$ cat config.mk
export PLATFORM = sky130hd
export DESIGN_NAME = fetch_stage
export DESIGN_NICKNAME = d
export VERILOG_FILES = /design/src/common/fetch_pkg.sv /design/src/pc_select.sv /design/src/prefetch/prefetch_buffer.sv /design/src/compressed_expander.sv /design/src/fetch_stage.sv
export VERILOG_INCLUDE_DIRS = /design/src /design/src/common
export SDC_FILE = /design/constraint.sdc
export NUM_CORES = 1
export LEC_CHECK = 0
export BUFFER_PORTS_ARGS = -buffer_cell sky130_fd_sc_hd__buf_2
export CORE_MARGIN = 2
export CORE_UTILIZATION = 50
export DETAILED_ROUTE_END_ITERATION = 12
export GPL_TIMING_DRIVEN = 0
export PLACE_DENSITY = 0.84
export RECOVER_POWER = 100
export SLEW_MARGIN = 0
export SYNTH_ARGS = -nofsm -noshare
export SYNTH_HDL_FRONTEND = slang
export SYNTH_SLANG_ARGS = --single-unit
$ cat constraint.sdc
create_clock -name clk -period 4.75 [get_ports clk]
set_input_delay 0.95 -clock clk [delete_from_list [all_inputs] [get_ports clk]]
set_output_delay 0.95 -clock clk [all_outputs]
set_load 0.005 [all_outputs]
$ cat src/common/fetch_cfg.svh
// ----------------------------
// fetch stage configuration macros
// include wherever prefetch depth or the
// reset pc is needed
// ----------------------------
`ifndef FETCH_CFG_SVH
`define FETCH_CFG_SVH

// queued plus outstanding words held by the prefetch buffer
`define FETCH_PREFETCH_DEPTH 4

// value of pc_id_o out of reset
`define FETCH_BOOT_ADDR_RST 32'h0000_0000

`endif

$ cat src/common/fetch_pkg.sv
// ----------------------------
// shared types for the fetch stage
// pc mux and exception mux selects, offset FSM states
// and the two views of a fetched instruction word
// used by the fetch RTL and its testbench
// ----------------------------
`default_nettype none

package fetch_pkg;

  // next fetch address source, driven by the controller
  typedef enum logic [2:0] {
    PC_BOOT      = 3'd0,
    PC_JUMP      = 3'd1,
    PC_BRANCH    = 3'd2,
    PC_EXCEPTION = 3'd3,
    PC_MRET      = 3'd4,
    PC_DRET      = 3'd5,
    PC_FENCEI    = 3'd6
  } pc_mux_e;

  // handler address form
  typedef enum logic [1:0] {
    EXC_PC_EXCEPTION = 2'd0,  // common trap entry
    EXC_PC_IRQ       = 2'd1,  // vectored interrupt
    EXC_PC_DBD       = 2'd2   // debug halt
  } exc_pc_mux_e;

  typedef enum logic [0:0] {
    IDLE = 1'b0,  // nothing requested yet
    WAIT = 1'b1   // serving words from the prefetch buffer
  } offset_state_e;

  // ----------------------------
  // instruction word views
  // ----------------------------
  typedef struct packed {
    logic [6:0] funct7;   // [31:25]
    logic [4:0] rs2;      // [24:20]
    logic [4:0] rs1;      // [19:15]
    logic [2:0] funct3;   // [14:12]
    logic [4:0] rd;       // [11:7]
    logic [6:0] opcode;   // [6:0]
  } instr_full_t;

  typedef struct packed {
    logic [15:0] upper;     // unused half of the word
    logic [2:0]  funct3;    // [15:13]
    logic        bit12;     // [12], selects mv/add in quadrant 2
    logic [4:0]  rd_rs1;    // [11:7]
    logic [4:0]  rs2;       // [6:2]
    logic [1:0]  quadrant;  // 2'b11 means not compressed
  } instr_comp_t;

  typedef union packed {
    instr_full_t full;  // 32-bit view
    instr_comp_t c;     // compressed view of the low half
  } instr_word_u;

endpackage

`default_nettype wire

$ cat src/pc_select.sv
// ----------------------------
// next fetch address selection
// purely combinational, feeds the prefetch buffer
// whenever the fetch stage issues a branch
// ----------------------------
`timescale 1ns/10ps
`default_nettype none

module pc_select (
  input  fetch_pkg::pc_mux_e     pc_mux_i,
  input  fetch_pkg::exc_pc_mux_e exc_pc_mux_i,
  input  logic [31:0]            boot_addr_i,
  input  logic [31:0]            jump_target_i,
  input  logic [31:0]            branch_target_i,
  input  logic [31:0]            mepc_i,
  input  logic [31:0]            depc_i,
  input  logic [31:0]            pc_id_i,          // pc of the word sitting in ID
  input  logic [23:0]            trap_base_addr_i,
  input  logic [4:0]             irq_id_i,
  input  logic [29:0]            dm_halt_addr_i,
  output logic [31:0]            fetch_addr_o
);

  logic [31:0] exc_pc;    // handler address
  logic [31:0] addr_sel;  // raw mux output before alignment

  // ----------------------------
  // exception vector
  // ----------------------------
  always_comb begin
    case (exc_pc_mux_i)
      fetch_pkg::EXC_PC_EXCEPTION: exc_pc = {trap_base_addr_i, 8'h00};
      // vectored irqs, one word per id
      fetch_pkg::EXC_PC_IRQ:       exc_pc = {trap_base_addr_i, 1'b0, irq_id_i, 2'b00};
      fetch_pkg::EXC_PC_DBD:       exc_pc = {dm_halt_addr_i, 2'b00};
      default:                     exc_pc = {trap_base_addr_i, 8'h00};
    endcase
  end

  // ----------------------------
  // fetch address mux
  // ----------------------------
  always_comb begin
    case (pc_mux_i)
      fetch_pkg::PC_BOOT:      addr_sel = boot_addr_i;
      fetch_pkg::PC_JUMP:      addr_sel = jump_target_i;
      fetch_pkg::PC_BRANCH:    addr_sel = branch_target_i;
      fetch_pkg::PC_EXCEPTION: addr_sel = exc_pc;
      fetch_pkg::PC_MRET:      addr_sel = mepc_i;    // return from trap
      fetch_pkg::PC_DRET:      addr_sel = depc_i;    // return from debug
      // refetch the word after fence.i so stale prefetched data is dropped
      fetch_pkg::PC_FENCEI:    addr_sel = pc_id_i + 32'd4;
      default:                 addr_sel = boot_addr_i;
    endcase
  end

  // fetch is word granular
  assign fetch_addr_o = {addr_sel[31:2], 2'b00};

endmodule

`default_nettype wire

$ cat src/prefetch/prefetch_buffer.sv
// ----------------------------
// prefetch buffer for the fetch stage
// issues word requests on the req/gnt/rvalid bus,
// queues responses with address and error flag,
// flushes and discards stale responses on a branch
// ----------------------------
`timescale 1ns/10ps
`default_nettype none
`include "fetch_cfg.svh"

module prefetch_buffer (
  input  logic        clk,
  input  logic        rst_n,
  input  logic        req_i,           // fetching enabled
  input  logic        branch_i,        // redirect to addr_i
  input  logic [31:0] addr_i,
  input  logic        ready_i,         // consumer takes the head word
  output logic        valid_o,
  output logic [31:0] rdata_o,
  output logic [31:0] addr_o,
  output logic        err_o,
  output logic        instr_req_o,
  output logic [31:0] instr_addr_o,
  input  logic        instr_gnt_i,
  input  logic        instr_rvalid_i,
  input  logic [31:0] instr_rdata_i,
  input  logic        instr_err_i,
  output logic        busy_o
);

  localparam int DEPTH = `FETCH_PREFETCH_DEPTH;
  localparam int PTR_W = (DEPTH > 1) ? $clog2(DEPTH) : 1;
  localparam int CNT_W = $clog2(DEPTH + 1);

  // queue storage
  logic [31:0]      fifo_data_q [DEPTH];
  logic [31:0]      fifo_addr_q [DEPTH];
  logic             fifo_err_q  [DEPTH];

  logic [PTR_W-1:0] wr_ptr_q, rd_ptr_q;
  logic [CNT_W-1:0] count_q, count_n;      // queued words
  logic [CNT_W-1:0] out_cnt_q, out_cnt_n;  // granted, response pending
  logic [CNT_W-1:0] discard_q, discard_n;  // pending responses to drop
  logic [CNT_W:0]   credit_n;              // in flight after this cycle
  logic             req_q, req_n;
  logic [31:0]      req_addr_q;            // address on the bus
  logic [31:0]      next_addr_q;           // address of the next new request
  logic [31:0]      resp_addr_q;           // address of the next kept response
  logic [31:0]      issue_addr;
  logic             granted, drop, push, pop, raise;

  // ----------------------------
  // bookkeeping
  // ----------------------------
  assign granted = req_q & instr_gnt_i;
  assign drop    = instr_rvalid_i & (branch_i | (discard_q != '0));  // stale response
  assign push    = instr_rvalid_i & ~drop;
  assign pop     = valid_o & ready_i & ~branch_i;

  assign out_cnt_n = out_cnt_q + CNT_W'(granted) - CNT_W'(instr_rvalid_i);

  always_comb begin
    if (branch_i) begin
      count_n   = '0;  // queue emptied
      // everything granted or still raised belongs to the old stream
      discard_n = out_cnt_n + CNT_W'(req_q & ~instr_gnt_i);
    end else begin
      count_n   = count_q + CNT_W'(push) - CNT_W'(pop);
      discard_n = discard_q - CNT_W'(instr_rvalid_i & (discard_q != '0));
    end
  end

  assign credit_n   = {1'b0, out_cnt_n} + {1'b0, count_n};
  assign issue_addr = branch_i ? addr_i : next_addr_q;
  // a raised request is never dropped, a new one needs a free slot
  assign raise = req_i & (~req_q | instr_gnt_i) & (credit_n < (CNT_W+1)'(DEPTH));
  assign req_n = (req_q & ~instr_gnt_i) | raise;

  // ----------------------------
  // control registers
  // ----------------------------
  always_ff @(posedge clk or negedge rst_n) begin
    if (!rst_n) begin
      req_q       <= 1'b0;
      req_addr_q  <= '0;
      next_addr_q <= '0;
      resp_addr_q <= '0;
      count_q     <= '0;
      out_cnt_q   <= '0;
      discard_q   <= '0;
      wr_ptr_q    <= '0;
      rd_ptr_q    <= '0;
    end else begin
      req_q     <= req_n;
      count_q   <= count_n;
      out_cnt_q <= out_cnt_n;
      discard_q <= discard_n;
      if (raise) begin
        req_addr_q  <= issue_addr;
        next_addr_q <= issue_addr + 32'd4;
      end else if (branch_i) begin
        next_addr_q <= addr_i;  // held request finishes first
      end
      if (branch_i) begin
        resp_addr_q <= addr_i;
        wr_ptr_q    <= '0;
        rd_ptr_q    <= '0;
      end else begin
        if (push) begin
          resp_addr_q <= resp_addr_q + 32'd4;
          wr_ptr_q    <= (wr_ptr_q == PTR_W'(DEPTH - 1)) ? '0 : wr_ptr_q + 1'b1;
        end
        if (pop) rd_ptr_q <= (rd_ptr_q == PTR_W'(DEPTH - 1)) ? '0 : rd_ptr_q + 1'b1;
      end
    end
  end

  // queue write
  always_ff @(posedge clk) begin
    if (push) begin
      fifo_data_q[wr_ptr_q] <= instr_rdata_i;
      fifo_addr_q[wr_ptr_q] <= resp_addr_q;
      fifo_err_q[wr_ptr_q]  <= instr_err_i;
    end
  end

  assign valid_o      = (count_q != '0);
  assign rdata_o      = fifo_data_q[rd_ptr_q];
  assign addr_o       = fifo_addr_q[rd_ptr_q];
  assign err_o        = fifo_err_q[rd_ptr_q];
  assign instr_req_o  = req_q;
  assign instr_addr_o = req_addr_q;
  assign busy_o       = req_q | (out_cnt_q != '0);

endmodule

`default_nettype wire

$ cat src/compressed_expander.sv
// ----------------------------
// rvc expander for the supported subset
// c.addi c.li c.lw c.sw c.j c.mv c.add
// other compressed forms are flagged illegal
// and passed through unchanged
// ----------------------------
`timescale 1ns/10ps
`default_nettype none

module compressed_expander (
  input  fetch_pkg::instr_word_u instr_i,
  output logic [31:0]            instr_o,
  output logic                   is_compressed_o,
  output logic                   illegal_o
);

  localparam logic [6:0] OPC_LOAD   = 7'b0000011;
  localparam logic [6:0] OPC_STORE  = 7'b0100011;
  localparam logic [6:0] OPC_OP_IMM = 7'b0010011;
  localparam logic [6:0] OPC_OP     = 7'b0110011;
  localparam logic [6:0] OPC_JAL    = 7'b1101111;

  logic [15:0]            ci;       // raw halfword for immediate scatter
  logic                   is_c;
  logic                   illegal;
  fetch_pkg::instr_word_u exp_w;    // expanded word, written through the 32-bit view

  assign ci   = instr_i[15:0];
  assign is_c = (instr_i.c.quadrant != 2'b11);

  always_comb begin
    exp_w   = instr_i;  // unchanged unless a supported form matches
    illegal = 1'b0;
    if (is_c) begin
      case ({instr_i.c.quadrant, instr_i.c.funct3})
        // ----------------------------
        // quadrant 0
        // ----------------------------
        5'b00_010: begin  // c.lw -> lw rd', imm(rs1')
          {exp_w.full.funct7, exp_w.full.rs2} = {5'b0, ci[5], ci[12:10], ci[6], 2'b00};
          exp_w.full.rs1    = {2'b01, ci[9:7]};
          exp_w.full.funct3 = 3'b010;
          exp_w.full.rd     = {2'b01, ci[4:2]};
          exp_w.full.opcode = OPC_LOAD;
        end
        5'b00_110: begin  // c.sw -> sw rs2', imm(rs1')
          exp_w.full.funct7 = {5'b0, ci[5], ci[12]};
          exp_w.full.rs2    = {2'b01, ci[4:2]};
          exp_w.full.rs1    = {2'b01, ci[9:7]};
          exp_w.full.funct3 = 3'b010;
          exp_w.full.rd     = {ci[11:10], ci[6], 2'b00};  // imm[4:0]
          exp_w.full.opcode = OPC_STORE;
        end
        // ----------------------------
        // quadrant 1
        // ----------------------------
        5'b01_000: begin  // c.addi -> addi rd, rd, imm
          {exp_w.full.funct7, exp_w.full.rs2} = {{7{ci[12]}}, ci[6:2]};
          exp_w.full.rs1    = instr_i.c.rd_rs1;
          exp_w.full.funct3 = 3'b000;
          exp_w.full.rd     = instr_i.c.rd_rs1;
          exp_w.full.opcode = OPC_OP_IMM;
        end
        5'b01_010: begin  // c.li -> addi rd, x0, imm
          {exp_w.full.funct7, exp_w.full.rs2} = {{7{ci[12]}}, ci[6:2]};
          exp_w.full.rs1    = 5'd0;
          exp_w.full.funct3 = 3'b000;
          exp_w.full.rd     = instr_i.c.rd_rs1;
          exp_w.full.opcode = OPC_OP_IMM;
        end
        5'b01_101: begin  // c.j -> jal x0, offset
          {exp_w.full.funct7, exp_w.full.rs2, exp_w.full.rs1, exp_w.full.funct3} =
            {ci[12], ci[8], ci[10:9], ci[6], ci[7], ci[2], ci[11], ci[5:3],
             ci[12], {8{ci[12]}}};
          exp_w.full.rd     = 5'd0;
          exp_w.full.opcode = OPC_JAL;
        end
        // ----------------------------
        // quadrant 2
        // ----------------------------
        5'b10_100: begin
          if (instr_i.c.rs2 != 5'd0) begin  // c.mv or c.add
            exp_w.full.funct7 = 7'b0;
            exp_w.full.rs2    = instr_i.c.rs2;
            exp_w.full.rs1    = instr_i.c.bit12 ? instr_i.c.rd_rs1 : 5'd0;
            exp_w.full.funct3 = 3'b000;
            exp_w.full.rd     = instr_i.c.rd_rs1;
            exp_w.full.opcode = OPC_OP;
          end else begin
            illegal = 1'b1;  // c.jr, c.jalr, c.ebreak
          end
        end
        default: illegal = 1'b1;
      endcase
    end
  end

  assign instr_o         = exp_w;
  assign is_compressed_o = is_c;
  assign illegal_o       = illegal;

endmodule

`default_nettype wire

$ cat src/fetch_stage.sv
// ----------------------------
// instruction fetch stage top
// pc selection, prefetch buffer, rvc expansion,
// offset FSM and the IF/ID pipeline registers
// IF/ID outputs freeze while ID back-pressures
// ----------------------------
`timescale 1ns/10ps
`default_nettype none
`include "fetch_cfg.svh"

module fetch_stage (
  input  logic                   clk,
  input  logic                   rst_n,
  input  logic                   req_i,
  input  logic                   pc_set_i,          // redirect request
  input  fetch_pkg::pc_mux_e     pc_mux_i,
  input  fetch_pkg::exc_pc_mux_e exc_pc_mux_i,
  input  logic [31:0]            boot_addr_i,
  input  logic [31:0]            jump_target_i,
  input  logic [31:0]            branch_target_i,
  input  logic [31:0]            mepc_i,
  input  logic [31:0]            depc_i,
  input  logic [23:0]            trap_base_addr_i,
  input  logic [4:0]             irq_id_i,
  input  logic [29:0]            dm_halt_addr_i,
  output logic                   instr_req_o,
  output logic [31:0]            instr_addr_o,
  input  logic                   instr_gnt_i,
  input  logic                   instr_rvalid_i,
  input  logic [31:0]            instr_rdata_i,
  input  logic                   instr_err_i,
  input  logic                   id_ready_i,
  input  logic                   halt_if_i,
  input  logic                   clear_instr_valid_i,
  output logic                   instr_valid_id_o,
  output logic [31:0]            instr_rdata_id_o,
  output logic                   is_compressed_id_o,
  output logic                   illegal_c_insn_id_o,
  output logic [31:0]            pc_id_o,
  output logic [31:0]            pc_if_o,
  output logic                   fetch_err_id_o,
  output logic                   if_busy_o,
  output logic                   perf_imiss_o
);

  fetch_pkg::offset_state_e state_q, state_n;

  logic        branch_req, valid, if_valid;
  logic [31:0] fetch_addr_n;
  logic        fetch_valid, fetch_ready, fetch_err;
  logic [31:0] fetch_rdata, fetch_addr;
  logic        prefetch_busy;
  logic [31:0] instr_exp;
  logic        instr_is_c, instr_illegal;

  pc_select u_pc_select (
    .pc_mux_i(pc_mux_i), .exc_pc_mux_i(exc_pc_mux_i), .boot_addr_i(boot_addr_i),
    .jump_target_i(jump_target_i), .branch_target_i(branch_target_i),
    .mepc_i(mepc_i), .depc_i(depc_i), .pc_id_i(pc_id_o),
    .trap_base_addr_i(trap_base_addr_i), .irq_id_i(irq_id_i),
    .dm_halt_addr_i(dm_halt_addr_i), .fetch_addr_o(fetch_addr_n)
  );

  prefetch_buffer u_prefetch (
    .clk(clk), .rst_n(rst_n), .req_i(req_i), .branch_i(branch_req),
    .addr_i(fetch_addr_n), .ready_i(fetch_ready), .valid_o(fetch_valid),
    .rdata_o(fetch_rdata), .addr_o(fetch_addr), .err_o(fetch_err),
    .instr_req_o(instr_req_o), .instr_addr_o(instr_addr_o),
    .instr_gnt_i(instr_gnt_i), .instr_rvalid_i(instr_rvalid_i),
    .instr_rdata_i(instr_rdata_i), .instr_err_i(instr_err_i), .busy_o(prefetch_busy)
  );

  compressed_expander u_expander (
    .instr_i(fetch_rdata), .instr_o(instr_exp),
    .is_compressed_o(instr_is_c), .illegal_o(instr_illegal)
  );

  // ----------------------------
  // offset FSM
  // ----------------------------
  always_comb begin
    state_n    = state_q;
    branch_req = 1'b0;
    valid      = 1'b0;
    case (state_q)
      fetch_pkg::IDLE: if (req_i) begin  // first fetch starts at the selected pc
        branch_req = 1'b1;
        state_n    = fetch_pkg::WAIT;
      end
      fetch_pkg::WAIT: valid = fetch_valid;
      default:         state_n = fetch_pkg::IDLE;
    endcase
    if (pc_set_i) begin  // redirect wins over everything
      valid      = 1'b0;
      branch_req = 1'b1;
      state_n    = fetch_pkg::WAIT;
    end
  end

  assign if_valid    = valid & id_ready_i & ~halt_if_i;  // transfer into ID
  assign fetch_ready = if_valid;                         // pop on transfer only

  always_ff @(posedge clk or negedge rst_n) begin
    if (!rst_n) state_q <= fetch_pkg::IDLE;
    else        state_q <= state_n;
  end

  // ----------------------------
  // IF/ID pipeline registers
  // ----------------------------
  always_ff @(posedge clk or negedge rst_n) begin
    if (!rst_n) begin
      instr_valid_id_o    <= 1'b0;
      is_compressed_id_o  <= 1'b0;
      illegal_c_insn_id_o <= 1'b0;
      fetch_err_id_o      <= 1'b0;
      pc_id_o             <= `FETCH_BOOT_ADDR_RST;
    end else if (if_valid) begin
      instr_valid_id_o    <= 1'b1;
      is_compressed_id_o  <= instr_is_c;
      illegal_c_insn_id_o <= instr_illegal;
      fetch_err_id_o      <= fetch_err;
      pc_id_o             <= fetch_addr;
    end else if (clear_instr_valid_i) begin
      instr_valid_id_o    <= 1'b0;  // ID consumed it, keep the rest
    end
  end

  always_ff @(posedge clk) begin
    if (if_valid) instr_rdata_id_o <= instr_exp;
  end

  assign pc_if_o      = fetch_addr;
  assign if_busy_o    = prefetch_busy;
  assign perf_imiss_o = ~fetch_valid | branch_req;  // starved or redirecting

endmodule

`default_nettype wire

# Word level (Yosys, flattened, before mapping)
# Memory sizes are Yosys's and may differ from the RTL's. A register that Yosys moved wholly into a read port is not among the register bits.
# Index checks and enable logic that the tools add are counted.
# word_totals
register_bits,178
mem_bits_rw,260
in_bits,266
output_inout_bits,135
elab_cells,113
memories,3
# classes
n_addsub,12
order_cmp,1
eq_ne,17
mux,32
bitwise_logic,24
n_reduce_logical,9
# memory_table
memory,depth,word_bits,read_ports,rd_ports_with_merged_regs,write_ports,line_no,rtl
u_prefetch.fifo_addr_q,4,32,1,0,1,prefetch_buffer.sv:37,logic [31:0] fifo_addr_q [DEPTH];
u_prefetch.fifo_data_q,4,32,1,0,1,prefetch_buffer.sv:36,logic [31:0] fifo_data_q [DEPTH];
u_prefetch.fifo_err_q,4,1,1,1,1,prefetch_buffer.sv:38,logic fifo_err_q [DEPTH];
# ops
op,n
case mux 32 bit (6 select lines),2
2-to-1 mux 32 bit,6
adder 32 x 3 -> 32 bit (second input constant),3
case mux 32 bit (2 select lines),1
== test 5 x 4 -> 1 bit (second input constant),3
2-to-1 mux 1 bit,13
2-to-1 mux 2 bit,6
AND 1 bit,11
== test 3 bit (second input constant),3
nonzero test 3 bit,3
adder 3 x 1 -> 3 bit,2
== test 2 bit (second input constant),3
== test 3 x 2 -> 1 bit (second input constant),2
2-to-1 mux 3 bit,2
NOT 1 bit,6
nonzero test 2 bit,3
subtractor 3 x 1 -> 3 bit,2
== test 5 x 2 -> 1 bit (second input constant),1
== test 5 x 3 -> 1 bit (second input constant),1
== test 5 bit (second input constant),1
2-to-1 mux 5 bit,1
bitwise OR 1 bit,5
nonzero test 5 bit,1
OR reduction 5 bit,1
other kinds (12),13

# Depth between registers and ports, before layout
# Gate-level depths: netlist of run 1.
# logic_depth
depth_word,14
depth_mapped,24
ltp_nobuf,21

# By module
# A second synthesis of run 1 with hierarchy kept.
# hier_totals
hier_cells,1582
hier_area_um2,20946.3
# by_module_without_submodules
module,n_inst,cells_per_inst,area_each_um2,seq_area_each_um2
prefetch_buffer,1,933,15153.3,10560.1
pc_select,1,436,2647.5,0.0
fetch_stage,1,117,2478.6,1886.8
compressed_expander,1,96,666.9,0.0

# Least setup slack after synthesis of run 1
# Ideal clock, no wire load.
# synth_timing
path_type,in2reg
from,in pc_set_i
to,reg u_prefetch.next_addr_q[22]
setup_time_ns,0.125
t_arrival_ns,5.537
required_ns,4.625
slack_ns,-0.911
path_stages,24
path_buffers,5
cell_sequence,clkbuf_1 > inv_1 > nand2_1 > clkbuf_1 > clkbuf_1 > clkbuf_1 > clkbuf_1 > nor2_1 > ha_1 > inv_1 > fa_1 > xor2_1 > xnor2_1 > nor2_1 > ha_1 > nor4b_1 > nand2_1 > a31oi_1 > nand2_1 > nor4b_2 > nand4_1 > nor2_1 > o2111ai_1 > xnor2_1
# synth_via
elab_chain_len,12
word_cells_on_any_way,20
classes_between,add/sub (4); order compare (1); mux (5); bitwise (10)
# synth_rtl
element,line_no,rtl
start: declaration,fetch_stage.sv:15,"input logic pc_set_i,"
2-to-1 mux 1 bit,fetch_stage.sv:93,if (pc_set_i) begin
bitwise OR 1 bit,prefetch_buffer.sv:56,assign drop = instr_rvalid_i & (branch_i | (discard_q != '0));
AND 1 bit,prefetch_buffer.sv:56,
NOT 1 bit,prefetch_buffer.sv:57,assign push = instr_rvalid_i & ~drop;
AND 1 bit,prefetch_buffer.sv:57,
adder 3 x 1 -> 3 bit,prefetch_buffer.sv:68,count_n = count_q + CNT_W'(push) - CNT_W'(pop);
subtractor 3 x 1 -> 3 bit,prefetch_buffer.sv:68,
2-to-1 mux 3 bit (*),prefetch_buffer.sv:63,if (branch_i) begin
via u_prefetch.count_n[2],prefetch_buffer.sv:41,"logic [CNT_W-1:0] count_q, count_n;"
adder 3 x 3 -> 4 bit (*),prefetch_buffer.sv:73,"assign credit_n = {1'b0, out_cnt_n} + {1'b0, count_n};"
< comparator 4 x 3 -> 1 bit (*),prefetch_buffer.sv:76,assign raise = req_i & (~req_q | instr_gnt_i) & (credit_n < (CNT_W+1)'(DEPTH));
AND 1 bit (*),prefetch_buffer.sv:76,
2-to-1 mux 32 bit (*),prefetch_buffer.sv:98,if (raise) begin
end signal: assignment,prefetch_buffer.sv:100,next_addr_q <= issue_addr + 32'd4;
end signal: assignment,prefetch_buffer.sv:102,next_addr_q <= addr_i;
end: declaration,prefetch_buffer.sv:47,logic [31:0] next_addr_q;
# The timed path passes the listed nets; every way through them passes the cells marked *.
# A chain may end at the register's enable or synchronous reset.

# Worst setup path after layout of run 1
# layout_timing
from,reg u_prefetch.count_q[0]
to,reg u_prefetch.next_addr_q[24]
# layout_via
elab_chain_len,13
word_cells_on_any_way,14
classes_between,add/sub (3); order compare (1); mux (4); bitwise (5); reduce/logical (1)
# layout_rtl
element,line_no,rtl
start: declaration,prefetch_buffer.sv:41,
start signal: assignment,prefetch_buffer.sv:95,count_q <= count_n;
nonzero test 3 bit,prefetch_buffer.sv:127,assign valid_o = (count_q != '0);
2-to-1 mux 1 bit,fetch_stage.sv:85,case (state_q)
2-to-1 mux 1 bit,fetch_stage.sv:93,
AND 1 bit (2 in a row),fetch_stage.sv:100,assign if_valid = valid & id_ready_i & ~halt_if_i;
AND 1 bit (2 in a row),prefetch_buffer.sv:58,assign pop = valid_o & ready_i & ~branch_i;
subtractor 3 x 1 -> 3 bit (*),prefetch_buffer.sv:68,
2-to-1 mux 3 bit (*),prefetch_buffer.sv:63,
via u_prefetch.count_n[2],prefetch_buffer.sv:41,
adder 3 x 3 -> 4 bit (*),prefetch_buffer.sv:73,
< comparator 4 x 3 -> 1 bit (*),prefetch_buffer.sv:76,
AND 1 bit (*),prefetch_buffer.sv:76,
2-to-1 mux 32 bit (*),prefetch_buffer.sv:98,
# Marks and branches as above.

==> metrics.cfg, run 1 <==
[global_routing]
grt_usage = 0.345
grt_pass1_wl_um = 106000
grt_pass1_vias = 16299
grt_start_max_net_pins = 75
gr-total-overflow = 0
antenna_found_initial = 2

[pwr]
p_int_mw = 7.34
peakVddDrop_mv = 0.280
p_leak_nw = 9.67
p_sw_mw = 3.60
p_comb_frac = 0.254
finalPower_mw = 10.9
p_clk_frac = 0.283
switching_share = 0.329
p_seq_frac = 0.463
powerDensity_mw_per_mm2 = 441

[cells_and_area]
fin_nets = 2340
post-route-cell-area_mm2 = 0.0248
multi_input_area_mm2 = 0.00800
fillerInstances = 3218
syn_to_final_growth_pct = 21.6
drive_above_1_share = 0.293
fin_util = 0.612
seq_area_mm2 = 0.0121

[cts]
cts_hold_buf = 0
cts.reportedPaths.clkPinSlew_ns = 0.07
h-tree-depth = 2
cts_made_buffers = 40
tritoncts = yes
numClockSinks = 427
cts_buffer_depth = 3
cts-root-buf = clkbuf_16
insertion_delay_ns = 0.55

[die]
die_y_um = 206
die_x_um = 206
coreArea_mm2 = 0.0406
ios = 401
row_count = 74
initial_core_util = 0.504
dieArea_mm2 = 0.0425

[worst_hold_path]
min-delay-start = u_prefetch.instr_addr_o[29]
whs_path_depth = 2
hold_class = flip-flop to flip-flop

[synth]
synthArstFlopShare = 0.335
ys_types = 84
synth_seq_cells = 427
synth_edf_count = 284
synth-simple-area-share = 0.115
synthTopCellsByCount = edfxtp_1 (284), dfrtp_1 (143), nand2_1 (139)
synth.largest_area_cell = edfxtp_1
syn_avg_cell_area_um2 = 12.8
synth_cells = 1597
netlist_top_cells_area = edfxtp_1 (42%), dfrtp_1 (18%), mux4_2 (6.9%)
syn-cell-area_mm2 = 0.0204
synth_top_area_share = 0.418
synth_flop_cell = edfxtp_1
yosysSeqAreaShare = 0.593
yosys_warnings = 0
yosysMostFrequentCell = edfxtp_1
synth_compound_area_frac = 0.125
synth.area.mux_share = 0.102
synth-xor-area-share = 0.0227
synth_top_family_by_area = compound AO/OA/AOI/OAI gates
synthAdderAreaFrac = 0.0142

[critical_path]
r2r_slack_ns = 0.02
r2r-start = u_prefetch.count_q[0]
rr_worst_depth = 23
criticalPathCategory = flip-flop to flip-flop
cp.arrival_ns = 5.20
crit_fanout = 5
critPathLaunchType = flip-flop
rr_endpoint = u_prefetch.next_addr_q[24]
crit_path_end = u_prefetch.next_addr_q[24]
worstSetupStartpoint = u_prefetch.count_q[0]
critPathCaptureType = flip-flop
crit_required_ns = 5.23

[job]
cap_viol_max_count = 1

[timing]
finalCriticalPeriod_ns = 4.73
relSlewSlack = -1.27
rsz0062_at_grt = yes
setup_violations = 0
tightest_slew_ns = 3.40
finalHoldViolCount = 0
holdWs_ns = 0.481
slew_viol_final = 70
finClkSkew_ns = 0.0163
fin_crit_sh = 0.995
max_freq_ghz = 0.212

[detailed_routing]
ant_nets = 0
avgViaCountPerCell = 6.28
first_iter_violations = 1769
drc = 0
vias = 16426
wire_per_inst_um = 28.1
routed_wl_um = 73600
dr.pass1.iters = 6

[outcome]
failed_checks = capacitance limit, slew limit
status = complete, but fails checks

[placed_design]
hpwl_um = 55800
gp_congestion = 0.997
placed_cell_area_mm2 = 0.0233
numPortBuffers = 385

## critical path, stage by stage (launching register included)
cell and delay (ns):
dfrtp_1 0.41, or3_4 0.42, nand4_1 0.14, buf_12 0.17
clkinv_16 0.07, ha_4 0.22, inv_4 0.05, ha_4 0.12
inv_2 0.03, fa_2 0.34, xor2_2 0.16, xnor2_1 0.14
nor2_1 0.16, ha_1 0.29, nor4b_2 0.22, nand2_1 0.14
a31oi_4 0.23, buf_6 0.15, nand2_4 0.06, nor4b_4 0.29
nand4_1 0.25, nor2_4 0.23, and3b_1 0.20, xor2_1 0.15
## through the flow
stage	instances	setup WS [ns]	TNS (ns)
after floorplan	1600	-0.311	-3.10
after global placement	2517	-1.91	-551.35
after detailed placement	2523	-1.99	-115.70
after CTS	2607	-0.0432	-0.0984
after global routing	2616	-0.175	-2.32
final	2617	0.0227	0
## sequential cells by signal, summed over array words and instances, names as in the netlist, 3 cells and up
register	cells
u_prefetch.fifo_data_q	128
u_prefetch.fifo_addr_q	120
instr_rdata_id_o	32
u_prefetch.instr_addr_o	32
u_prefetch.next_addr_q	32
pc_id_o	30
u_prefetch.resp_addr_q	30
u_prefetch.fifo_err_q	4
u_prefetch.count_q	3
u_prefetch.discard_q	3
u_prefetch.out_cnt_q	3
## power by group through the flow
stage          registers [mW]  logic, mW  clock network, mW
2_1_floorplan            4.90       1.50                  0
3_3_place_gp             5.08       2.57                  0
3_5_place_dp             5.09       2.65                  0
4_1_cts                  5.03       2.74               3.12
5_1_grt                  5.10       2.98               3.28
6_report                 5.07       2.78               3.10
## worst min-delay path by stage
stage	to	slack (ns)
final	u_prefetch.instr_addr_o[29]	0.48
after CTS	pc_id_o[13]	0.43
after floorplan	state_q	0.47
after global routing	u_prefetch.instr_addr_o[2]	0.51
after detailed placement	u_prefetch.instr_addr_o[29]	0.48
after global placement	u_prefetch.instr_addr_o[2]	0.46
## logic make-up after synthesis
| group | count (synthesis) |
|---|---|
| XOR/XNOR | 53 |
| AO/OA/AOI/OAI | 373 |
| multiplexers | 124 |
| other | 1 |
| AND/OR/NAND/NOR | 460 |
| adder cells (fa/ha/maj) | 22 |
| flip-flops | 427 |
| buffers and inverters | 137 |
## placed cells by master, fill, tap and decap left out, types with 9 or more instances in the layout
cell type,Yosys,final
buf_2,18,327
edfxtp_1,284,284
dfrtp_1,143,143
nand2_1,139,136
clkbuf_1,60,132
nor2_1,101,97
o21ai_0,90,90
a21oi_1,73,73
mux4_2,63,63
mux2_2,47,47
clkbuf_16,0,42
inv_1,39,36
nand3_1,31,31
xnor2_1,31,31
buf_4,5,22
and3_1,25,21
xor2_1,22,21
a221oi_1,19,19
a221o_1,18,18
a31oi_1,19,18
ha_1,20,18
nand2b_1,17,17
nor3_1,22,16
nor2b_1,16,16
nor4_1,16,15
nand4_1,14,14
a21o_1,14,14
mux2i_1,14,14
or3_1,14,13
a22oi_1,12,12
o221a_2,12,12
o31ai_1,13,12
and2_1,12,11
o221ai_1,10,10
o22a_1,10,10
o22ai_1,9,9
or2_2,9,9
a211oi_1,9,9
clkinv_2,0,9
## final cells by class
type / count / area share
Tap cell: 532 / 0.0268
Antenna cell: 1 / 0.000101
Sequential cell: 427 / 0.488
Clock inverter: 20 / 0.00534
Timing Repair Buffer: 415 / 0.0874
Buffer: 91 / 0.0180
Clock buffer: 54 / 0.0449
Multi-Input combinational cell: 1036 / 0.322
Inverter: 41 / 0.00756
## what timing repair did
| action | CTS | global route |
|---|---|---|
| resized for setup | 22 | 21 |
| pin swaps | 14 | 14 |
| setup endpoints to repair | 64 | 25 |
| setup buffers | 15 | 9 |
| hold endpoints to repair | 0 | 0 |
## routing by layer
metal  wire, um  vias up  share of wire  global-route usage
met5          0        -              0                   0
met4       3230        0          0.044               0.138
met3       5950      172          0.081              0.0531
met2      36400      976           0.49               0.586
met1      28000     8220           0.38               0.445
li1           -     7058              -                   -
(Power assumes the default switching activity.)
==> run 2, diff against run 1 <==
--- a/config.mk
+++ b/config.mk
@@ -6,7 +6,7 @@
 export SDC_FILE = /design/constraint.sdc
 export NUM_CORES = 1
 export LEC_CHECK = 0
-export BUFFER_PORTS_ARGS = -buffer_cell sky130_fd_sc_hd__buf_2
+export BUFFER_PORTS_ARGS = -buffer_cell sky130_fd_sc_hd__buf_4
 export CORE_MARGIN = 2
 export CORE_UTILIZATION = 50
 export DETAILED_ROUTE_END_ITERATION = 12
==> run 2 against run 1 <==
Net effect:
- the run still ends with capacitance limit, slew limit left
- count of clock-buffer cells in the layout is 3 higher
- sequential share of layout area decreased by 1.9 points
- highest routed layer is now met5
- routed wire length grew 0.24%
- die area stayed put
- clock power rose by 11%
- sequential cell count stayed put
- total power is 5.4% higher
- combinational power is 7.2% higher
- worst hold slack gained 0.016 ns
- sequential power about the same
- first-iteration DRC count shrank 13%
- core utilization grew 2.5 points
==> metrics.cfg, run 2 (synthesized netlist as in run 1, its figures left out) <==
[outcome]
status = complete, but fails checks  ; unchanged
failed_checks = capacitance limit, slew limit  ; unchanged

[detailed_routing]
routed_wl_um = 73800  ; was 73600 um
avgViaCountPerCell = 6.25  ; was 6.28
first_iter_violations = 1534  ; was 1769
ant_nets = 0  ; unchanged
routed.top_layer = met5  ; was met4
wl_met1_um = 27700  ; was 28000 um
wl_met3_um = 6430  ; was 5950 um
drc = 0  ; unchanged
vias = 16379  ; was 16426
wire_per_inst_um = 28.2  ; was 28.1 um
dr.pass1.iters = 5  ; was 6
wl_met2_um = 36100  ; was 36400 um

[pwr]
finalPower_mw = 11.5  ; was 10.9 mW
powerDensity_mw_per_mm2 = 446  ; was 441 mW/mm^2
p_leak_nw = 10.1  ; was 9.67 nW
peakVddDrop_mv = 0.229  ; was 0.280 mV

[cells_and_area]
fin_nets = 2340  ; unchanged
largest_register_ffs = 128  ; unchanged
final_common_cell = buf_4  ; was buf_2
top_register = u_prefetch.fifo_data_q  ; unchanged
final_cell_mix = buf_4 (374), edfxtp_1 (284), dfrtp_1 (143), nand2_1 (136), nor2_1 (98)  ; was buf_2 (327), edfxtp_1 (284), dfrtp_1 (143), nand2_1 (136), clkbuf_1 (132)
fin_util = 0.638  ; was 0.612
drive_above_1_share = 0.314  ; was 0.293
largestRegisters = u_prefetch.fifo_data_q x128, u_prefetch.fifo_addr_q x120  ; unchanged
fin_cells = 2619  ; was 2617
syn_to_final_growth_pct = 26.6  ; was 21.6%

[timing]
fin_crit_sh = 0.982  ; was 0.995
fin_ws_ns = 0.0864  ; was 0.0227 ns
tightest_slew_ns = 2.27  ; was 3.40 ns
finClkSkew_ns = 0.0105  ; was 0.0163 ns
relSlewSlack = -0.511  ; was -1.27
finalHoldViolCount = 0  ; unchanged
setup_violations = 0  ; unchanged
slew_viol_final = 146  ; was 70
rsz0062_at_grt = yes  ; unchanged
finalCriticalPeriod_ns = 4.66  ; was 4.73 ns
max_freq_ghz = 0.214  ; was 0.212 GHz

[placed_design]
numPortBuffers = 385  ; unchanged
gp_congestion = 1.06  ; was 0.997
place_inst = 2522  ; was 2523
hpwl_um = 56200  ; was 55800 um
place_ws_ns = -2.02  ; was -1.99 ns

[critical_path]
criticalPathCategory = flip-flop to flip-flop  ; unchanged
worstSetupStartpoint = u_prefetch.count_q[1]  ; was u_prefetch.count_q[0]
r2r-start = u_prefetch.count_q[1]  ; was u_prefetch.count_q[0]
critPathLaunchType = flip-flop  ; unchanged
cp.arrival_ns = 5.10  ; was 5.20 ns
crit_required_ns = 5.19  ; was 5.23 ns
crit_fanout = 5  ; unchanged
critPathCaptureType = flip-flop  ; unchanged

[global_routing]
gr-total-overflow = 0  ; unchanged
grt_pass1_vias = 16485  ; was 16299
grt_start_max_net_pins = 85  ; was 75
antenna_found_initial = 1  ; was 2
grt_pass1_wl_um = 107000  ; was 106000 um
grt_usage = 0.349  ; was 0.345

[cts]
insertion_delay_ns = 0.55  ; about the same
h-tree-depth = 2  ; unchanged
cts-root-buf = clkbuf_16  ; unchanged
cts_buffer_depth = 3  ; unchanged
numClockSinks = 427  ; unchanged
cts_hold_buf = 0  ; unchanged
cts.reportedPaths.clkPinSlew_ns = 0.07  ; about the same
tritoncts = yes  ; unchanged
cts_made_buffers = 43  ; was 40

[die]
ios = 401  ; unchanged
coreArea_mm2 = 0.0406  ; unchanged
die_x_um = 206  ; unchanged
initial_core_util = 0.504  ; unchanged
row_count = 74  ; unchanged
die_y_um = 206  ; unchanged
dieArea_mm2 = 0.0425  ; unchanged

[worst_hold_path]
min-delay-start = u_prefetch.instr_addr_o[2]  ; was u_prefetch.instr_addr_o[29]
hold_class = flip-flop to flip-flop  ; unchanged

[job]
cap_viol_max_count = 2  ; was 1

## run 2: cell types whose count changed in the layout (fill, tap and decap cells not counted), sizes merged
| cell | previous run | this run |
|---|---|---|
| buf | 369 | 407 |
| clkbuf | 189 | 152 |
| bufinv | 1 | 4 |
| clkdlybuf4s15 | 0 | 1 |
| clkdlybuf4s18 | 1 | 0 |
| dlygate4sd2 | 1 | 0 |
| inv | 43 | 42 |
## run 2: final cells by class
class / instances / area (um^2)
Fill cell: 3074 / 14700
Clock buffer: 57 / 1200
Inverter: 41 / 171
Timing Repair Buffer: 412 / 3060
Sequential cell: 427 / 12100
Multi-Input combinational cell: 1036 / 7960
Buffer: 91 / 445
Tap cell: 532 / 666
Clock inverter: 22 / 241
Antenna cell: 1 / 2.50
## run 2: critical path: stages, from the launching register on
cell and delay, ns:
dfrtp_1 0.41, or3_4 0.41, nand4_1 0.09, buf_6 0.17
clkinv_8 0.08, ha_4 0.21, inv_2 0.06, ha_4 0.13
inv_2 0.03, fa_2 0.35, xor2_2 0.19, xnor2_1 0.13
nor2_1 0.15, ha_1 0.26, nor4b_2 0.20, nand2_1 0.13
a31oi_4 0.23, buf_4 0.16, nand2_4 0.07, nor4b_4 0.29
nand4_1 0.13, buf_4 0.18, nor2_4 0.12, o2111ai_1 0.15
xnor2_1 0.17
## run 2: final timing paths
| path | end | slack (ns) | depth (start not counted) |
|---|---|---|---|
| worst max-delay path | u_prefetch.next_addr_q[22] | 0.09 | 24 |
| max in group asynchronous | u_prefetch.instr_addr_o[28] | 1.07 | 2 |
| worst min register to register | u_prefetch.instr_addr_o[2] | 0.50 | 2 |
| min in group asynchronous | u_prefetch.instr_addr_o[2] | 1.06 | 1 |
| worst max register to register | u_prefetch.next_addr_q[22] | 0.09 | 24 |
| worst min-delay path | u_prefetch.instr_addr_o[2] | 0.50 | 2 |
## run 2: power breakdown
| part | internal [mW] | switching (mW) | leakage (nW) |
|---|---|---|---|
| Clock | 2.01 | 1.44 | 0.715 |
| Combinational | 1.35 | 1.63 | 5.01 |
| Sequential | 4.50 | 0.600 | 4.38 |
## run 2: metal layers
| layer | GRT usage | up-vias |
|---|---|---|
| met4 | 0.150 | 2 |
| met3 | 0.0593 | 184 |
| li1 | - | 7073 |
| met1 | 0.445 | 8075 |
| met2 | 0.589 | 1045 |
| met5 | 0 | - |
## run 2: stage by stage
step | hold WS [ns] | area (um^2) | setup TNS (ns)
floorplan | 0.468 | 20600 | -3.10
global placement | 0.471 | 24100 | -557.06
detailed placement | 0.472 | 24300 | -80.19
CTS | 0.495 | 25900 | 0
global route | 0.530 | 25900 | -1.07
finish | 0.497 | 25900 | 0
## run 2: what timing repair did
item / CTS / global route
pin swaps: 7 / 10
endpoints found under the setup margin: 63 / 33
gates resized for setup: 15 / 13
setup buffers: 15 / 7
==> run 3, diff against run 2 <==
--- a/config.mk
+++ b/config.mk
@@ -6,12 +6,13 @@
 export SDC_FILE = /design/constraint.sdc
 export NUM_CORES = 1
 export LEC_CHECK = 0
+export ABC_AREA = 1
 export BUFFER_PORTS_ARGS = -buffer_cell sky130_fd_sc_hd__buf_4
 export CORE_MARGIN = 2
-export CORE_UTILIZATION = 50
+export CORE_UTILIZATION = 51
 export DETAILED_ROUTE_END_ITERATION = 12
 export GPL_TIMING_DRIVEN = 0
-export PLACE_DENSITY = 0.84
+export PLACE_DENSITY = 0.85
 export RECOVER_POWER = 100
 export SLEW_MARGIN = 0
 export SYNTH_ARGS = -nofsm -noshare
==> run 3 against run 2 <==
Net effect:
- the run still ends with capacitance limit, slew limit left
- via count increased by 23%
- first-iteration DRC count up 44%
- worst hold slack got worse by 0.015 ns
- sequential cell count stayed put
- sequential share of layout area fell by 0.64 points
- clock power is 5% lower
- cell area up 1.4%
- critical path depth shrank 16
- die area is 2.9% higher
- area after synthesis grew 5.1%
- clock skew increased by 0.0086 ns
==> metrics.cfg, run 3 <==
[detailed_routing]
wire_per_inst_um = 22.5  ; was 28.2 um
first_iter_violations = 2213  ; was 1534
dr.pass1.iters = 6  ; was 5
drc = 0  ; unchanged
ant_nets = 0  ; unchanged
avgViaCountPerCell = 5.84  ; was 6.25
vias = 20083  ; was 16379
routed_wl_um = 77200  ; was 73800 um

[synth]
syn_avg_cell_area_um2 = 8.88  ; was 12.8 um^2
ys_types = 52  ; was 84
synth_seq_cells = 427  ; unchanged
syn-cell-area_mm2 = 0.0215  ; was 0.0204 mm^2
synth_flop_cell = edfxtp_1  ; unchanged
synthArstFlopShare = 0.335  ; unchanged
synth_edf_count = 284  ; unchanged
synth.largest_area_cell = edfxtp_1  ; unchanged
yosys_warnings = 0  ; unchanged
synthTopCellsByCount = nand2_1 (679), nor2_1 (324), edfxtp_1 (284)  ; was edfxtp_1 (284), dfrtp_1 (143), nand2_1 (139)
yosysMostFrequentCell = nand2_1  ; was edfxtp_1
yosysSeqAreaShare = 0.564  ; was 0.593
synth_cells = 2416  ; was 1597
netlist_top_cells_area = edfxtp_1 (40%), dfrtp_1 (17%), nand2_1 (12%)  ; was edfxtp_1 (42%), dfrtp_1 (18%), mux4_2 (6.9%)
synth_top_area_share = 0.398  ; was 0.418

[timing]
tns_ns = 0  ; unchanged
finalCriticalPeriod_ns = 4.67  ; was 4.66 ns
fin_ws_ns = 0.0824  ; was 0.0864 ns
tightest_slew_ns = 3.50  ; was 2.27 ns
max_freq_ghz = 0.214  ; about the same
relSlewSlack = -1.33  ; was -0.511
finalHoldViolCount = 0  ; unchanged
rsz0062_at_grt = no  ; was yes
setup_violations = 0  ; unchanged
slew_viol_final = 241  ; was 146
fin_crit_sh = 0.983  ; was 0.982
holdWs_ns = 0.481  ; was 0.497 ns
finClkSkew_ns = 0.0191  ; was 0.0105 ns

[cts]
cts_made_buffers = 42  ; was 43
insertion_delay_ns = 0.56  ; was 0.55 ns
cts-root-buf = clkbuf_16  ; unchanged
h-tree-depth = 2  ; unchanged
cts.reportedPaths.clkPinSlew_ns = 0.06  ; was 0.07 ns
tritoncts = yes  ; unchanged
cts_buffer_depth = 3  ; unchanged
numClockSinks = 427  ; unchanged

[critical_path]
criticalPathCategory = flip-flop to output pin  ; was flip-flop to flip-flop
crit_required_ns = 3.80  ; was 5.19 ns
cp.arrival_ns = 3.72  ; was 5.10 ns
r2r-start = u_prefetch.discard_q[0]  ; was u_prefetch.count_q[1]
r2r_slack_ns = 0.20  ; was 0.09 ns
critPathCaptureType = output pin  ; was flip-flop
critPathLaunchType = flip-flop  ; unchanged
worstSetupStartpoint = u_prefetch.rd_ptr_q[1]  ; was u_prefetch.count_q[1]
crit_fanout = 10  ; was 5

[placed_design]
gp_congestion = 1.03  ; was 1.06
hpwl_um = 58900  ; was 56200 um
place_ws_ns = -1.47  ; was -2.02 ns
numPortBuffers = 386  ; was 385

[die]
ios = 401  ; unchanged
coreArea_mm2 = 0.0418  ; was 0.0406 mm^2
dieArea_mm2 = 0.0437  ; was 0.0425 mm^2
die_y_um = 209  ; was 206 um
die_x_um = 209  ; was 206 um
initial_core_util = 0.514  ; was 0.504
row_count = 75  ; was 74

[cells_and_area]
largestRegisters = u_prefetch.fifo_data_q x128, u_prefetch.fifo_addr_q x120  ; unchanged
top_register = u_prefetch.fifo_data_q  ; unchanged
largest_register_ffs = 128  ; unchanged
final_common_cell = nand2_1  ; was buf_4
fin_util = 0.628  ; was 0.638
drive_above_1_share = 0.168  ; was 0.314
syn_to_final_growth_pct = 22.2  ; was 26.6%
final_cell_mix = nand2_1 (680), nor2_1 (325), edfxtp_1 (284), buf_4 (237), inv_1 (172)  ; was buf_4 (374), edfxtp_1 (284), dfrtp_1 (143), nand2_1 (136), nor2_1 (98)
fin_nets = 3153  ; was 2340

[global_routing]
antenna_found_initial = 1  ; unchanged
grt_start_max_net_pins = 76  ; was 85
grt_usage = 0.349  ; about the same
gr-total-overflow = 0  ; unchanged
grt_pass1_wl_um = 115000  ; was 107000 um
grt_pass1_vias = 19350  ; was 16485

[worst_hold_path]
hold_class = flip-flop to flip-flop  ; unchanged
min-delay-start = is_compressed_id_o  ; was u_prefetch.instr_addr_o[2]

[job]
cap_viol_max_count = 10  ; was 2

[pwr]
finalPower_mw = 13.2  ; was 11.5 mW
peakVddDrop_mv = 0.360  ; was 0.229 mV
powerDensity_mw_per_mm2 = 505  ; was 446 mW/mm^2
p_leak_nw = 11.1  ; was 10.1 nW

[outcome]
status = complete, but fails checks  ; unchanged
failed_checks = capacitance limit, slew limit  ; unchanged

[run 3: cell types whose count changed in the layout (fill, tap and decap cells not counted), moves of 22 or more]
| cell | previous run | this run |
|---|---|---|
| nand3_1 | 31 | 144 |
| mux4_2 | 63 | 0 |
| clkbuf_4 | 2 | 85 |
| a21oi_1 | 73 | 39 |
| nand4_1 | 14 | 51 |
| nor2_1 | 98 | 325 |
| nand2_1 | 136 | 680 |
| o21ai_0 | 90 | 159 |
| o22ai_1 | 9 | 39 |
| mux2_2 | 47 | 0 |
| a31oi_1 | 18 | 40 |
| buf_4 | 374 | 237 |
| inv_1 | 36 | 172 |
| clkbuf_1 | 90 | 151 |
[run 3: logic make-up after synthesis]
kind of cell    count (synthesis)  synth area share
xor+xnor                       28            0.0114
simple gates                 1308             0.259
compound gates                337            0.0928
flops                         427             0.564
fa+ha+maj                      22            0.0135
buf+inv                       293            0.0583
other cells                     1          0.000175
[run 3: routing by layer]
| metal | track usage | vias up | part of all wire |
|---|---|---|---|
| li1 | - | 9067 | - |
| met1 | 0.486 | 9604 | 0.40 |
| met2 | 0.567 | 1267 | 0.46 |
| met3 | 0.0531 | 145 | 0.10 |
| met4 | 0.114 | 0 | 0.038 |
| met5 | 0 | - | 0 |
[run 3: final cells by class]
type	instances	area, um^2
Fill cell	3410	15500
Sequential cell	427	12100
Multi-Input combinational cell	1699	8120
Timing Repair Buffer	402	2720
Clock buffer	51	1110
Inverter	186	698
Tap cell	539	674
Buffer	107	549
Clock inverter	24	226
Antenna cell	1	2.50
[run 3: what timing repair did]
action / CTS / global route
resized for setup: 12 / 6
hold buffers: 0 / 0
pin swaps: 0 / 2
buffers inserted: 0 / 4
setup endpoints to repair: 60 / 50
[run 3: through the flow]
step                      instance area [um^2]  std cells
after floorplan                          21500       2419
after global placement                   25000       3344
after detailed placement                 25300       3356
after CTS                                26700       3431
after global routing                     26200       3435
final                                    26200       3436
[run 3: final timing paths]
check                                                      to  cells after the start
worst min-delay path                       is_compressed_id_o                      2
min in group asynchronous           u_prefetch.resp_addr_q[8]                      1
max in group asynchronous             u_prefetch.out_cnt_q[2]                      1
worst min register to register             is_compressed_id_o                      2
worst max-delay path                               pc_if_o[9]                      8
worst max register to register  u_prefetch.fifo_data_q[3][21]                      7
[run 3: critical path, stage by stage (launching register included)]
cell and delay, ns:
dfrtp_1 0.39, clkbuf_1 0.22, inv_1 0.15, clkbuf_1 0.44, clkbuf_1 0.49, clkbuf_1 0.48
o21ai_0 0.21, o22ai_1 0.50, clkbuf_4 0.26
[run 3: power breakdown]
part	leakage (nW)	switching, mW	internal [mW]
clock network	0.642	1.43	1.85
registers	4.26	0.604	4.67
logic	6.19	3.16	1.54
